[config.mk]
export PLATFORM = sky130hd
export DESIGN_NAME = int_regfile
export DESIGN_NICKNAME = d
export VERILOG_FILES = /design/src/hdl/rv_isa_pkg.sv /design/src/hdl/int_regfile.sv
export SDC_FILE = /design/constraint.sdc
export NUM_CORES = 2
export LEC_CHECK = 0
export BUFFER_PORTS_ARGS = -buffer_cell sky130_fd_sc_hd__buf_2
export CELL_PAD_IN_SITES_DETAIL_PLACEMENT = 1
export CELL_PAD_IN_SITES_GLOBAL_PLACEMENT = 1
export CORE_UTILIZATION = 30
export CTS_BUF_LIST = sky130_fd_sc_hd__clkbuf_8
export DETAILED_ROUTE_END_ITERATION = 7
export GPL_ROUTABILITY_DRIVEN = 0
export PLACE_DENSITY = 0.55
export RECOVER_POWER = 25
export SLEW_MARGIN = 20
export SYNTH_ARGS = -nofsm -noshare
export SYNTH_HDL_FRONTEND = slang
export SYNTH_SLANG_ARGS = --single-unit
export TNS_END_PERCENT = 30
[constraint.sdc]
create_clock -name clk -period 10 [get_ports clk]
set_input_delay 3 -clock clk [delete_from_list [all_inputs] [get_ports clk]]
set_output_delay 3 -clock clk [all_outputs]
set_load 0.005 [all_outputs]
[src/hdl/rv_isa_pkg.sv]
// RV64I ISA definitions: data width, register index, opcodes, funct fields, instruction union
`default_nettype none

package rv_isa_pkg;

  parameter int XLEN = 64;

  typedef logic [4:0] reg_idx_t;

  // major opcodes handled by this slice
  parameter logic [6:0] OPC_OP     = 7'b0110011;
  parameter logic [6:0] OPC_OP_IMM = 7'b0010011;
  parameter logic [6:0] OPC_LUI    = 7'b0110111;

  // funct3 encodings shared by OP and OP-IMM
  parameter logic [2:0] F3_ADD_SUB = 3'b000;
  parameter logic [2:0] F3_SLL     = 3'b001;
  parameter logic [2:0] F3_SLT     = 3'b010;
  parameter logic [2:0] F3_SLTU    = 3'b011;
  parameter logic [2:0] F3_XOR     = 3'b100;
  parameter logic [2:0] F3_SRL_SRA = 3'b101;
  parameter logic [2:0] F3_OR      = 3'b110;
  parameter logic [2:0] F3_AND     = 3'b111;

  // funct7 values, alt selects SUB / SRA
  parameter logic [6:0] F7_BASE = 7'b0000000;
  parameter logic [6:0] F7_ALT  = 7'b0100000;

  typedef struct packed {
    logic [6:0] funct7;
    reg_idx_t   rs2;
    reg_idx_t   rs1;
    logic [2:0] funct3;
    reg_idx_t   rd;
    logic [6:0] opcode;
  } r_view_t;

  typedef struct packed {
    logic [11:0] imm12;
    reg_idx_t    rs1;
    logic [2:0]  funct3;
    reg_idx_t    rd;
    logic [6:0]  opcode;
  } i_view_t;

  // U-immediate is {imm12, rs1, funct3} of the I view
  typedef union packed {
    r_view_t r_view;
    i_view_t i_view;
  } inst_u;

endpackage

`default_nettype wire
[src/hdl/int_regfile.sv]
// int_regfile: 64-bit register file, x0 fixed at zero, forwarding read ports, debug port
`timescale 1ns/1ps
`default_nettype none

module int_regfile #(
  parameter int NUM_REGS = 32
) (
  input  logic                        clk,
  input  logic                        rst,
  input  rv_isa_pkg::reg_idx_t        i_rs1,
  input  rv_isa_pkg::reg_idx_t        i_rs2,
  input  logic                        i_rs1_ren,
  input  logic                        i_rs2_ren,
  input  rv_isa_pkg::reg_idx_t        i_rd,
  input  logic                        i_rd_wen,
  input  logic [rv_isa_pkg::XLEN-1:0] i_rd_data,
  output logic [rv_isa_pkg::XLEN-1:0] o_rs1_data,
  output logic [rv_isa_pkg::XLEN-1:0] o_rs2_data,
  input  rv_isa_pkg::reg_idx_t        i_dbg_idx,
  output logic [rv_isa_pkg::XLEN-1:0] o_dbg_data
);

  logic [rv_isa_pkg::XLEN-1:0] regs [NUM_REGS];
  logic                        wr_hit;

  // indices past NUM_REGS read as zero
  function automatic logic [rv_isa_pkg::XLEN-1:0] stored(input rv_isa_pkg::reg_idx_t idx);
    logic [rv_isa_pkg::XLEN-1:0] val;
    val = '0;
    if (int'(idx) < NUM_REGS) begin
      val = regs[idx];
    end
    return val;
  endfunction

  // pending write visible on the read ports in the same cycle
  function automatic logic [rv_isa_pkg::XLEN-1:0] read_port(input rv_isa_pkg::reg_idx_t idx,
                                                              input logic ren);
    logic [rv_isa_pkg::XLEN-1:0] val;
    val = '0;
    if (ren) begin
      val = (wr_hit && (idx == i_rd)) ? i_rd_data : stored(idx);
    end
    return val;
  endfunction

  assign wr_hit = i_rd_wen && (i_rd != '0) && (int'(i_rd) < NUM_REGS);

  always_ff @(posedge clk) begin
    if (rst) begin
      for (int i = 0; i < NUM_REGS; i++) begin
        regs[i] <= '0;
      end
    end else if (wr_hit) begin
      regs[i_rd] <= i_rd_data;
    end
  end

  always_comb begin
    o_rs1_data = read_port(i_rs1, i_rs1_ren);
    o_rs2_data = read_port(i_rs2, i_rs2_ren);
    // stored contents only, no bypass
    o_dbg_data = stored(i_dbg_idx);
  end

endmodule

`default_nettype wire

==> results.md <==
- Outcome: finished with violations
- Failing checks: antenna violations, max-capacitance violations, max-slew violations, negative setup slack
- CP delay by family, top: simple AND/OR/NAND/NOR gates
- Inserted Clock Buffers: 374
- CTS H-tree depth: 5
- TritonCTS clock tree: built
- Register area: 61500 um2
- Vias in the first global route: 90600
- Hold path startpoint: i_rd_data[4]
- Setup CP Type: in2reg
- Antenna violations before repair: 149
- Total congestion overflow: 0
- CP arrival: 10.80 ns
- Final wirelength: 667000 um
- Multi-input combinational cell area: 59300 um2
- Io pins: 281
- Reg with most FFs: regs
- Hold EP: regs[28][4]
- Critical Path Max Stage Delay: 4.27 ns
- Worst setup EP type: register
- Slew Limit Headroom: -295%
- Number of max-cap violations: 39
- Antenna viol nets, final: 3
- Place WS: 0.537 ns
- Max Fclk: 0.0994 GHz
- Unrepaired setup endpoints after global routing: no
- Buf/Inv on CP: 3
- Final nets: 8266
- Fillcell total: 41900
- First-pass iteration count of the detailed router: 6
- Mapped cell area: 124000 um2
- Worst-Margin Slew: 5.92 ns
- Die height: 645 um
- Mean Syn Cell Area: 15.6 um2
- Clock-pin slew on the worst setup and hold paths: 0.06 ns
- Final WS setup: -0.0631 ns
- Worst Path Max Fanout: 34
- Hold path cells: 2
- DRT iter0 DRCs: 16600
- Number of synthesized flops with an enable pin: 2048
- Vias per cell: 6.62
- Power per cell area: 159 nW/um2
- Largest net degree at the start of global routing: 88
- Initial Util: 30.2%
- CP max-delay cell: or2_0
- I/O Buffers: 280
- Core ar.: 411000 um2
- Final hold violation count: 0
- Final setup fails: 17
- GRT Util Overall: 31.3%
- Ys Warns: 0
- Yosys cell types: 66
- Drt wl/cell: 47.4 um
- Critical path startpoint category: input pin
- Count leader, synth: edfxtp_1
- Top post-synthesis cells by area: edfxtp_1, mux4_2, and2_1
- Top Registers: regs x2048
- Layout cells sized above 1: 35.2%
- Synth cell count leaders: edfxtp_1, and2_1, mux4_2
- Crit path top cell by count: clkbuf_1
- Crit path cell chain: clkbuf_1 -> clkbuf_1 -> or2_0 -> buf_12
- Clock root buffer: clkbuf_8
- Synth top area share: 49.5%
- Sink Count: 2048
- CP required: 10.74 ns
- Placement row count: 235
- Hold Path Class: in2reg
- DRC: 0
- Final Critical Period: 10.06 ns
- Post-synthesis async set-or-reset flop share: 0%
- Die Area: 417000 um2
- Global-route wire length before repair: 875000 um
- Synthesized flop and latch total: 2048
- Main flop type after synthesis: edfxtp_1
- Area grow syn2layout: 13.4%
- Bufs on Longest Clock Path: 4
- Final Max Tran Viols: 1326
- Max rail drop VDD: 0.101 mV
- DP HPWL: 392000 um
- Vias: 93100
- Leak pwr: 46.6 nW
- Postcts setup bufs: 0
- Final period util: 101%
- Pwr Total: 0.0224 W
- Seq/Total Area, Yosys: 49.5%
- Finished Core Util: 34.3%
- Largest register FFs: 2048
- Post-CTS sizing: 0
- Cells after synthesis: 7975
- Cts hold-fix bufs: 0
- Area leader, netlist: edfxtp_1
- Die X: 645 um
==> area by class of cell <==
class	instances	share of cell area [%]
antenna	145	0.258
clock buffer	383	3.74
clock inverter	287	1.23
inverter	6	0.0160
multi-input combinational	5035	42.1
sequential	2048	43.7
tap	5451	4.84
timing repair buffer	712	4.12
==> report_power, final <==
| part | internal, W | switching [W] |
|---|---|---|
| clock network | 0.00399 | 0.00411 |
| logic | 0.00161 | 0.00242 |
| registers | 0.00995 | 0.000370 |
==> through the flow <==
stage	area, um2	TNS (ns)	std cells	hold slack [ns]
finish	141000	-0.436	14100	2.46
global route	141000	0	13900	2.47
CTS	141000	0	13900	2.24
detailed placement	134000	0	13300	3.50
global placement	134000	0	13300	3.50
floorplan	124000	0	8038	3.20
==> routing by layer <==
metal	vias to the layer above	global-route usage, %	wire (um)
met3	1889	8.22	86400
met1	49900	40.0	237000
met4	48	18.9	45700
met5	-	0	299
met2	8566	47.6	298000
li1	32700	-	-
==> cell families (layout without fill, tap and decap cells) <==
kind of cell	after synthesis	count (layout)	share of synthesized area, %
muxes	1846	1846	31.4
other	1	209	0.00302
and+or+nand+nor	2452	2452	11.9
xor gates and xnor gates	10	10	0.0705
buffers and inverters	955	1388	3.27
DFF	2048	2048	49.5
AOI/OAI and AO/OA	663	663	3.88
==> worst max-delay path by stage <==
stage               slack, ns          from        endpoint  cells past startpoint
floorplan                2.09  i_dbg_idx[1]   o_dbg_data[0]                      6
global placement         0.51      i_rs1[2]  o_rs1_data[61]                      9
detailed placement       0.54      i_rs2[4]  o_rs2_data[31]                     10
CTS                      0.54      i_rs2[4]  o_rs2_data[31]                     10
global route             0.45           rst    regs[15][25]                      4
finish                  -0.06           rst    regs[15][25]                      4
==> cell usage in the layout (no fill, tap or decap), types with 93 or more instances in the layout <==
cell type  netlist  layout
mux2i_1        133     133
clkinv_1         1     103
nand2_1        121     113
edfxtp_1      2048    2048
and2_0           1     291
a22oi_1        150     150
and2_1        1989    1696
clkbuf_8         0     385
inv_1            4      93
buf_2          250     264
mux4_2        1629    1629
diode_2          0     145
buf_4           31     316
o22ai_1        209     209
Note: power is estimated with default switching activity, not from simulation.
