<file path="config.mk">
export PLATFORM = sky130hd
export DESIGN_NAME = int_decoder
export DESIGN_NICKNAME = d
export VERILOG_FILES = /design/src/hdl/rv_isa_pkg.sv /design/src/hdl/core_pkg.sv /design/src/hdl/int_decoder.sv
export SDC_FILE = /design/constraint.sdc
export NUM_CORES = 1
export LEC_CHECK = 0
export BUFFER_PORTS_ARGS = -buffer_cell sky130_fd_sc_hd__clkbuf_2
export CORE_MARGIN = 4
export CORE_UTILIZATION = 35
export DETAILED_ROUTE_END_ITERATION = 8
export GPL_ROUTABILITY_DRIVEN = 0
export GPL_TIMING_DRIVEN = 0
export PLACE_DENSITY = 0.9
export REMOVE_ABC_BUFFERS = 1
export SETUP_SLACK_MARGIN = 0.5
export SYNTH_ARGS = -nofsm -noshare
export SYNTH_HDL_FRONTEND = slang
export SYNTH_SLANG_ARGS = --single-unit
</file>
<file path="constraint.sdc">
create_clock -name vclk -period 3.6
set_clock_uncertainty 0.1 [all_clocks]
set_input_delay 0.36 -clock vclk [all_inputs]
set_output_delay 0.36 -clock vclk [all_outputs]
set_load 0.03 [all_outputs]
</file>
<file path="src/hdl/rv_isa_pkg.sv">
// RV64I ISA definitions: data width, register index, opcodes, funct fields, instruction union
`default_nettype none

package rv_isa_pkg;

  parameter int XLEN = 64;

  typedef logic [4:0] reg_idx_t;

  // major opcodes handled by this slice
  parameter logic [6:0] OPC_OP     = 7'b0110011;
  parameter logic [6:0] OPC_OP_IMM = 7'b0010011;
  parameter logic [6:0] OPC_LUI    = 7'b0110111;

  // funct3 encodings shared by OP and OP-IMM
  parameter logic [2:0] F3_ADD_SUB = 3'b000;
  parameter logic [2:0] F3_SLL     = 3'b001;
  parameter logic [2:0] F3_SLT     = 3'b010;
  parameter logic [2:0] F3_SLTU    = 3'b011;
  parameter logic [2:0] F3_XOR     = 3'b100;
  parameter logic [2:0] F3_SRL_SRA = 3'b101;
  parameter logic [2:0] F3_OR      = 3'b110;
  parameter logic [2:0] F3_AND     = 3'b111;

  // funct7 values, alt selects SUB / SRA
  parameter logic [6:0] F7_BASE = 7'b0000000;
  parameter logic [6:0] F7_ALT  = 7'b0100000;

  typedef struct packed {
    logic [6:0] funct7;
    reg_idx_t   rs2;
    reg_idx_t   rs1;
    logic [2:0] funct3;
    reg_idx_t   rd;
    logic [6:0] opcode;
  } r_view_t;

  typedef struct packed {
    logic [11:0] imm12;
    reg_idx_t    rs1;
    logic [2:0]  funct3;
    reg_idx_t    rd;
    logic [6:0]  opcode;
  } i_view_t;

  // U-immediate is {imm12, rs1, funct3} of the I view
  typedef union packed {
    r_view_t r_view;
    i_view_t i_view;
  } inst_u;

endpackage

`default_nettype wire
</file>
<file path="src/hdl/core_pkg.sv">
// micro-architecture types: ALU operation enum, decoded instruction and commit record
`default_nettype none

package core_pkg;

  typedef enum logic [3:0] {
    ALU_ADD    = 4'd0,
    ALU_SUB    = 4'd1,
    ALU_SLL    = 4'd2,
    ALU_SLT    = 4'd3,
    ALU_SLTU   = 4'd4,
    ALU_XOR    = 4'd5,
    ALU_SRL    = 4'd6,
    ALU_SRA    = 4'd7,
    ALU_OR     = 4'd8,
    ALU_AND    = 4'd9,
    ALU_PASS_B = 4'd10
  } alu_op_e;

  // output of stage 1, 88 bits
  typedef struct packed {
    alu_op_e                     alu_op;
    rv_isa_pkg::reg_idx_t        rs1;
    logic                        rs1_ren;
    rv_isa_pkg::reg_idx_t        rs2;
    logic                        rs2_ren;
    rv_isa_pkg::reg_idx_t        rd;
    logic                        rd_wen;
    logic                        use_imm;
    logic [rv_isa_pkg::XLEN-1:0] imm;
    logic                        illegal;
  } dec_t;

  // retired instruction, 71 bits
  typedef struct packed {
    rv_isa_pkg::reg_idx_t        rd;
    logic                        rd_wen;
    logic [rv_isa_pkg::XLEN-1:0] data;
    logic                        illegal;
  } commit_t;

endpackage

`default_nettype wire

</file>
<file path="src/hdl/int_decoder.sv">
// int_decoder: instruction word to decoded fields, immediates and legality
`timescale 1ns/1ps
`default_nettype none

module int_decoder #(
  parameter int NUM_REGS = 32
) (
  input  rv_isa_pkg::inst_u i_inst,
  output core_pkg::dec_t    o_dec
);

  logic [rv_isa_pkg::XLEN-1:0] imm_i;
  logic [rv_isa_pkg::XLEN-1:0] imm_u;
  logic                        f7_base;
  logic                        f7_alt;
  logic                        sh_base;
  logic                        sh_alt;
  logic                        known;
  logic                        bad_idx;

  // funct3 plus the alt bit picks the ALU operation
  function automatic core_pkg::alu_op_e f3_to_op(input logic [2:0] funct3, input logic alt);
    core_pkg::alu_op_e op;
    case (funct3)
      rv_isa_pkg::F3_ADD_SUB: op = alt ? core_pkg::ALU_SUB : core_pkg::ALU_ADD;
      rv_isa_pkg::F3_SLL:     op = core_pkg::ALU_SLL;
      rv_isa_pkg::F3_SLT:     op = core_pkg::ALU_SLT;
      rv_isa_pkg::F3_SLTU:    op = core_pkg::ALU_SLTU;
      rv_isa_pkg::F3_XOR:     op = core_pkg::ALU_XOR;
      rv_isa_pkg::F3_SRL_SRA: op = alt ? core_pkg::ALU_SRA : core_pkg::ALU_SRL;
      rv_isa_pkg::F3_OR:      op = core_pkg::ALU_OR;
      default:                op = core_pkg::ALU_AND;
    endcase
    return op;
  endfunction

  // sign-extended immediates
  assign imm_i = {{(rv_isa_pkg::XLEN-12){i_inst.i_view.imm12[11]}}, i_inst.i_view.imm12};
  assign imm_u = {{(rv_isa_pkg::XLEN-32){i_inst.i_view.imm12[11]}}, i_inst.i_view.imm12,
                  i_inst.i_view.rs1, i_inst.i_view.funct3, 12'b0};

  assign f7_base = (i_inst.r_view.funct7 == rv_isa_pkg::F7_BASE);
  assign f7_alt  = (i_inst.r_view.funct7 == rv_isa_pkg::F7_ALT);
  // RV64 shift immediates keep a 6-bit shamt, upper six bits act as funct6
  assign sh_base = (i_inst.r_view.funct7[6:1] == rv_isa_pkg::F7_BASE[6:1]);
  assign sh_alt  = (i_inst.r_view.funct7[6:1] == rv_isa_pkg::F7_ALT[6:1]);

  always_comb begin
    o_dec        = '0;
    o_dec.alu_op = core_pkg::ALU_ADD;
    known        = 1'b0;
    case (i_inst.r_view.opcode)
      rv_isa_pkg::OPC_OP: begin
        o_dec.rs1     = i_inst.r_view.rs1;
        o_dec.rs1_ren = 1'b1;
        o_dec.rs2     = i_inst.r_view.rs2;
        o_dec.rs2_ren = 1'b1;
        o_dec.rd      = i_inst.r_view.rd;
        o_dec.rd_wen  = 1'b1;
        o_dec.alu_op  = f3_to_op(i_inst.r_view.funct3, f7_alt);
        if ((i_inst.r_view.funct3 == rv_isa_pkg::F3_ADD_SUB) ||
            (i_inst.r_view.funct3 == rv_isa_pkg::F3_SRL_SRA)) begin
          known = f7_base || f7_alt;
        end else begin
          known = f7_base;
        end
      end
      rv_isa_pkg::OPC_OP_IMM: begin
        o_dec.rs1     = i_inst.i_view.rs1;
        o_dec.rs1_ren = 1'b1;
        o_dec.rd      = i_inst.i_view.rd;
        o_dec.rd_wen  = 1'b1;
        o_dec.use_imm = 1'b1;
        o_dec.imm     = imm_i;
        // imm bit 10 only means SRA for the right shift
        o_dec.alu_op  = f3_to_op(i_inst.i_view.funct3,
                                 (i_inst.i_view.funct3 == rv_isa_pkg::F3_SRL_SRA) &&
                                 i_inst.r_view.funct7[5]);
        case (i_inst.i_view.funct3)
          rv_isa_pkg::F3_SLL:     known = sh_base;
          rv_isa_pkg::F3_SRL_SRA: known = sh_base || sh_alt;
          default:                known = 1'b1;
        endcase
      end
      rv_isa_pkg::OPC_LUI: begin
        o_dec.rd      = i_inst.i_view.rd;
        o_dec.rd_wen  = 1'b1;
        o_dec.use_imm = 1'b1;
        o_dec.imm     = imm_u;
        o_dec.alu_op  = core_pkg::ALU_PASS_B;
        known         = 1'b1;
      end
      default: begin
        known = 1'b0;
      end
    endcase

    bad_idx = (int'(o_dec.rd) >= NUM_REGS) ||
              (o_dec.rs1_ren && (int'(o_dec.rs1) >= NUM_REGS)) ||
              (o_dec.rs2_ren && (int'(o_dec.rs2) >= NUM_REGS));

    // illegal ops read nothing and write nothing
    o_dec.illegal = !known || bad_idx;
    if (o_dec.illegal) begin
      o_dec.rd_wen  = 1'b0;
      o_dec.rs1_ren = 1'b0;
      o_dec.rs2_ren = 1'b0;
    end
  end

endmodule

`default_nettype wire

</file>
==> flow_summary.ini, run 1 <==
[pwr]
swShare_pct = 61.6
p_total_mw = 0.0634
pwr-share-clk_pct = 0
p_sw_mw = 0.0391
vdd_drop_max_mv = 0.0382
combPwrFrac_pct = 100.0
p_leak_nw = 0.900
power_density_mw_per_mm2 = 49.9
p_int_mw = 0.0243
seqPwrFrac_pct = 0

[worst_setup_path]
crit_type = in2out
start_kind = primary input
arrival_ns = 2.30
worst-path-max-fanout = 33
required_ns = 3.14
end_kind = output port

[finish]
fin_nets = 264
seqCellArea_sq_um = 0
nClkBuffers = 0
drive_gt1_share_pct = 55.7
antennaDiodeCount = 0
fin_util_pct = 55.3
design.seq.count = 0
area_growth_syn_to_layout_pct = 44.8

[timing]
drv_slew = 0
finalSetupViolations = 0
slew_headroom_pct = 60.4
max_slew.worst_pin.slew_ns = 0.593
period_share_pct = 76.7
final.min_clock_period_ns = 2.76
fmax_ghz = 0.362
rsz0062_at_grt = no
hold_viol_final = 0

[global_route]
busiest_layer = met2
gr-usage-met2_pct = 33.9
grtUsageTotal_pct = 16.3
grt_pass1_wl_um = 4610
grt.overflow.total = 0
antenna_found_initial = 0
grt_use_met3_pct = 1.78
use_met1_pct = 18.2
grt_pass1_vias = 983
grt_max_degree = 34

[yosys]
synth_area_sq_um = 877
synth_top_family_by_area = simple AND/OR/NAND/NOR gates
synth_top_area_share_pct = 27.4
synth.most_common_cell = nand2_1
synthTopCellsByArea = buf_4 (27%), and2_1 (20%), nand2_1 (18%), nor3_4 (3.7%), nor2b_1 (2.9%)
ys_top_cells_by_count = nand2_1 (41), buf_4 (32), and2_1 (28), clkbuf_1 (5)
synth-xor-area-share_pct = 2.00
synth_mux_area_share_pct = 1.14
synth_compound_area_share_pct = 6.85
postSynthCellCount = 147
yosysUniqueCellTypes = 29
synthAdderAreaFrac_pct = 0
synthSimpleGateAreaFrac_pct = 59.1
ys.warnings.count = 0
synth_seq_area_share_pct = 0
synth_area_per_cell_sq_um = 5.97
synth_area_leader_cell = buf_4

[die]
fp.dieH_um = 58.1
placeableCoreArea_sq_mm = 0.00230
io_pins = 120
start_util_pct = 38.2
die_area_sq_mm = 0.00337
die_width_um = 58.1
num_rows = 17

[routing]
via_per_inst = 4.50
drt_iter0_markers = 49
ant_nets = 0
vias = 1162
wl_um = 3120
routedWlPerCell_um = 12.1
drc = 0
firstDrtPassIters = 4

[run_status]
run_status = finished, final reports clean

[job]
maxCapViolations = 0

[placed_design]
port-buffer-count = 120
dpl.hpwl_um = 2750

[min_path]
min_path_type = in2out

[clocking]
hold_buffers = 0
worst paths after layout:
check,cells after the start,endpoint,from
min,4,o_dec[16],i_inst[15]
max,7,o_dec[51],i_inst[4]
cell usage in the layout (no fill, tap or decap), drive strengths merged:
master,synthesis,final
a21boi,2,2
a21oi,2,2
and2,28,28
and3,1,1
and4,1,1
buf,33,1
clkbuf,5,120
inv,2,2
mux2i,1,1
nand2,41,41
nand2b,2,2
nand3,1,1
nor2,3,3
nor2b,4,4
nor3,6,6
nor3b,1,1
nor4,3,3
o21ai,2,2
o21bai,1,1
o31a,1,1
o41ai,1,1
or2,1,1
or3,3,3
xnor2,1,1
xor2,1,1
kinds of logic after synthesis:
kind of cell    Yosys count
simple gates             95
buf+inv                  40
compound gates            9
xor+xnor                  2
mux                       1
repair_timing:
action                     CTS  global route
resized for setup            0             1
buffers inserted             0             0
setup endpoints to repair    0            33
critical path, cell delays in order:
cell and delay [ns]:
clkbuf_2 0.08, nand3_2 0.20, nor4_4 0.52, buf_6 0.23, or2_2 0.14, and2_2 0.45
clkbuf_2 0.30
cell type report:
class              count  area (sq um)
fillers              239          1030
multi-input cells    107           616
inverters              2          7.51
well taps             28          35.0
repair buffers       121           612
metrics by stage:
| stage | setup TNS (ns) | instances | hold slack (ns) | cell area [sq um] | setup slack, ns |
|---|---|---|---|---|---|
| floorplan | -178.18 | 109 | 0.832 | 613 | -5.40 |
| global route | 0 | 258 | 1.00 | 1270 | 0.672 |
| detailed placement | 0 | 258 | 0.969 | 1270 | 0.515 |
| CTS | 0 | 258 | 0.969 | 1270 | 0.516 |
| global placement | -5.70 | 257 | 0.962 | 1250 | -0.179 |
| finish | 0 | 258 | 0.968 | 1270 | 0.838 |
power by group through the flow:
stage	clock, mW	combinational [mW]	sequential, mW
6_report	0	0.0634	0
5_1_grt	0	0.0693	0
4_1_cts	0	0.0637	0
3_5_place_dp	0	0.0635	0
3_3_place_gp	0	0.0613	0
2_1_floorplan	0	0.0283	0
layer usage:
metal | wire, um | up-vias
li1 | - | 606
met1 | 1120 | 507
met2 | 1710 | 49
met3 | 294 | 0
met4 | 0 | 0
met5 | 0 | -
(Power assumes the default switching activity.)
==> run 2: changes to the inputs <==
ABC_AREA = 1   (was unset)
CORE_UTILIZATION = 31   (was 35)
PLACE_DENSITY = 0.81   (was 0.9)
clock period = 2.5 ns   (was 3.6 ns; I/O delays follow)
==> run 2 against run 1 <==
Effect of this change: wire length fell by 0.22%; synthesized cell count increased by 18%; final cell count up 12%; critical endpoint is now o_dec[38]; highest routed layer unchanged.
==> flow_summary.ini, run 2 <==
[run_status]
run_status = finished, final reports clean

[timing]
slew_headroom_pct = 64.5
max_slew.worst_pin.slew_ns = 0.532
fin_hold_ws_ns = 0.722
rsz0062_at_grt = no
tns_ns = 0
final.min_clock_period_ns = 1.82
finalSetupViolations = 0
drv_slew = 0
period_share_pct = 72.9
hold_viol_final = 0
fmax_ghz = 0.549

[pwr]
pwr-share-clk_pct = 0
p_sw_mw = 0.0674
p_total_mw = 0.102
combPwrFrac_pct = 100.0
swShare_pct = 65.8
p_int_mw = 0.0350
vdd_drop_max_mv = 0.0401
p_leak_nw = 0.989
power_density_mw_per_mm2 = 76.4
seqPwrFrac_pct = 0

[worst_setup_path]
end_kind = output port
crit_type = in2out
arrival_ns = 1.47
start_kind = primary input
worst-path-max-fanout = 33
required_ns = 2.15
critPathLaunch = i_inst[2]

[finish]
finalNonFillerCells = 288
area_growth_syn_to_layout_pct = 40.0
layout_commonest_cell = clkbuf_2
nClkBuffers = 0
post-route-cell-area_sq_mm = 0.00134
antennaDiodeCount = 0
nFillCells = 309
seqCellArea_sq_um = 0
multiInputGateArea_sq_um = 566
drive_gt1_share_pct = 59.9
fin_nets = 291
design.seq.count = 0
final_cell_mix = clkbuf_2 (120), nor2_1 (38), inv_1 (31)

[die]
die_width_um = 63.6
start_util_pct = 33.6
placeableCoreArea_sq_mm = 0.00285
fp.dieH_um = 63.6
die_area_sq_mm = 0.00404
num_rows = 19
io_pins = 120

[yosys]
postSynthCellCount = 174
synth_seq_area_share_pct = 0
synth_area_per_cell_sq_um = 5.50
synth_area_sq_um = 957
synth_area_leader_cell = buf_4
ys.warnings.count = 0
synthTopCellsByArea = buf_4 (26%), o21ai_2 (16%), nor2_1 (15%), inv_1 (12%), nand2_1 (8.6%)
synth_top_area_share_pct = 25.9
synth.most_common_cell = nor2_1
yosysUniqueCellTypes = 22
ys_top_cells_by_count = nor2_1 (38), buf_4 (33), inv_1 (31), nand2_1 (22), o21ai_2 (17)

[placed_design]
port-buffer-count = 120
placed_cell_area_sq_mm = 0.00132
dp_cells = 288
dpl.hpwl_um = 2690

[global_route]
grt_max_degree = 34
grt.overflow.total = 0
grt_pass1_vias = 1139
antenna_found_initial = 0
grtUsageTotal_pct = 14.8
grt_pass1_wl_um = 5170

[min_path]
min_path_type = in2out
min_from = i_inst[7]

[routing]
ant_nets = 0
firstDrtPassIters = 2
drt_iter0_markers = 31
via_per_inst = 4.29
vias = 1235
wl_um = 3120
drc = 0
routedWlPerCell_um = 10.8

[job]
maxCapViolations = 0

[clocking]
hold_buffers = 0
cts_resized = 5
postCtsSetupRepairBufs = 0
## run 2: changes by cell type in the layout (fill, tap and decap cells not counted), sizes merged, moves of 2 or more
cell    previous run  this run
nand4              0         3
nor2b              4         0
o21ai              2        20
a21boi             2         0
nor3               6         1
nor2               3        43
nor4               3         1
nand3              1         6
nand2b             2         0
inv                2        36
nand2             41        23
a31oi              0         2
and2              28         0
or3                3         0
## run 2: area by class of cell
class | instances | area share, %
well taps | 31 | 2.89
inverters | 36 | 10.1
multi-input cells | 101 | 42.2
repair buffers | 120 | 44.8
## run 2: kinds of logic (layout without fill, tap and decap cells)
logic type / count (synthesis) / after routing / share of synthesized area, %
compound gates: 24 / 24 / 20.1
buf+inv: 73 / 156 / 43.4
simple gates: 77 / 77 / 36.5
## run 2: power groups by stage
stage / logic, mW / registers, mW / clock network (mW)
after detailed placement: 0.102 / 0 / 0
after global placement: 0.0994 / 0 / 0
after CTS: 0.103 / 0 / 0
after floorplan: 0.0564 / 0 / 0
final: 0.102 / 0 / 0
after global routing: 0.115 / 0 / 0
## run 2: metrics by stage
step / worst slack, ns / utilization, %
6_report: 0.678 / 47.0
5_1_grt: 0.526 / 47.0
3_5_place_dp: -0.455 / 46.1
2_1_floorplan: -5.17 / -
4_1_cts: 0.660 / 47.0
3_3_place_gp: -0.371 / 46.1
## run 2: final timing paths
kind              slack, ns  depth (start not counted)         to
setup / recovery       0.68                          7  o_dec[38]
hold / removal         0.72                          4  o_dec[67]
## run 2: layer usage
metal	vias up	GRT usage [%]	wire length, um
met5	-	0	0
met2	50	26.7	1640
met3	0	2.49	254
met4	0	2.16	0
met1	526	18.4	1220
li1	659	-	-
## run 2: critical path, stage by stage
cell and delay (ns):
clkbuf_2 0.10, nor2_2 0.14, nand2_2 0.10, nor2_4 0.14
nand2_4 0.24, nand2_8 0.25, clkbuf_2 0.24
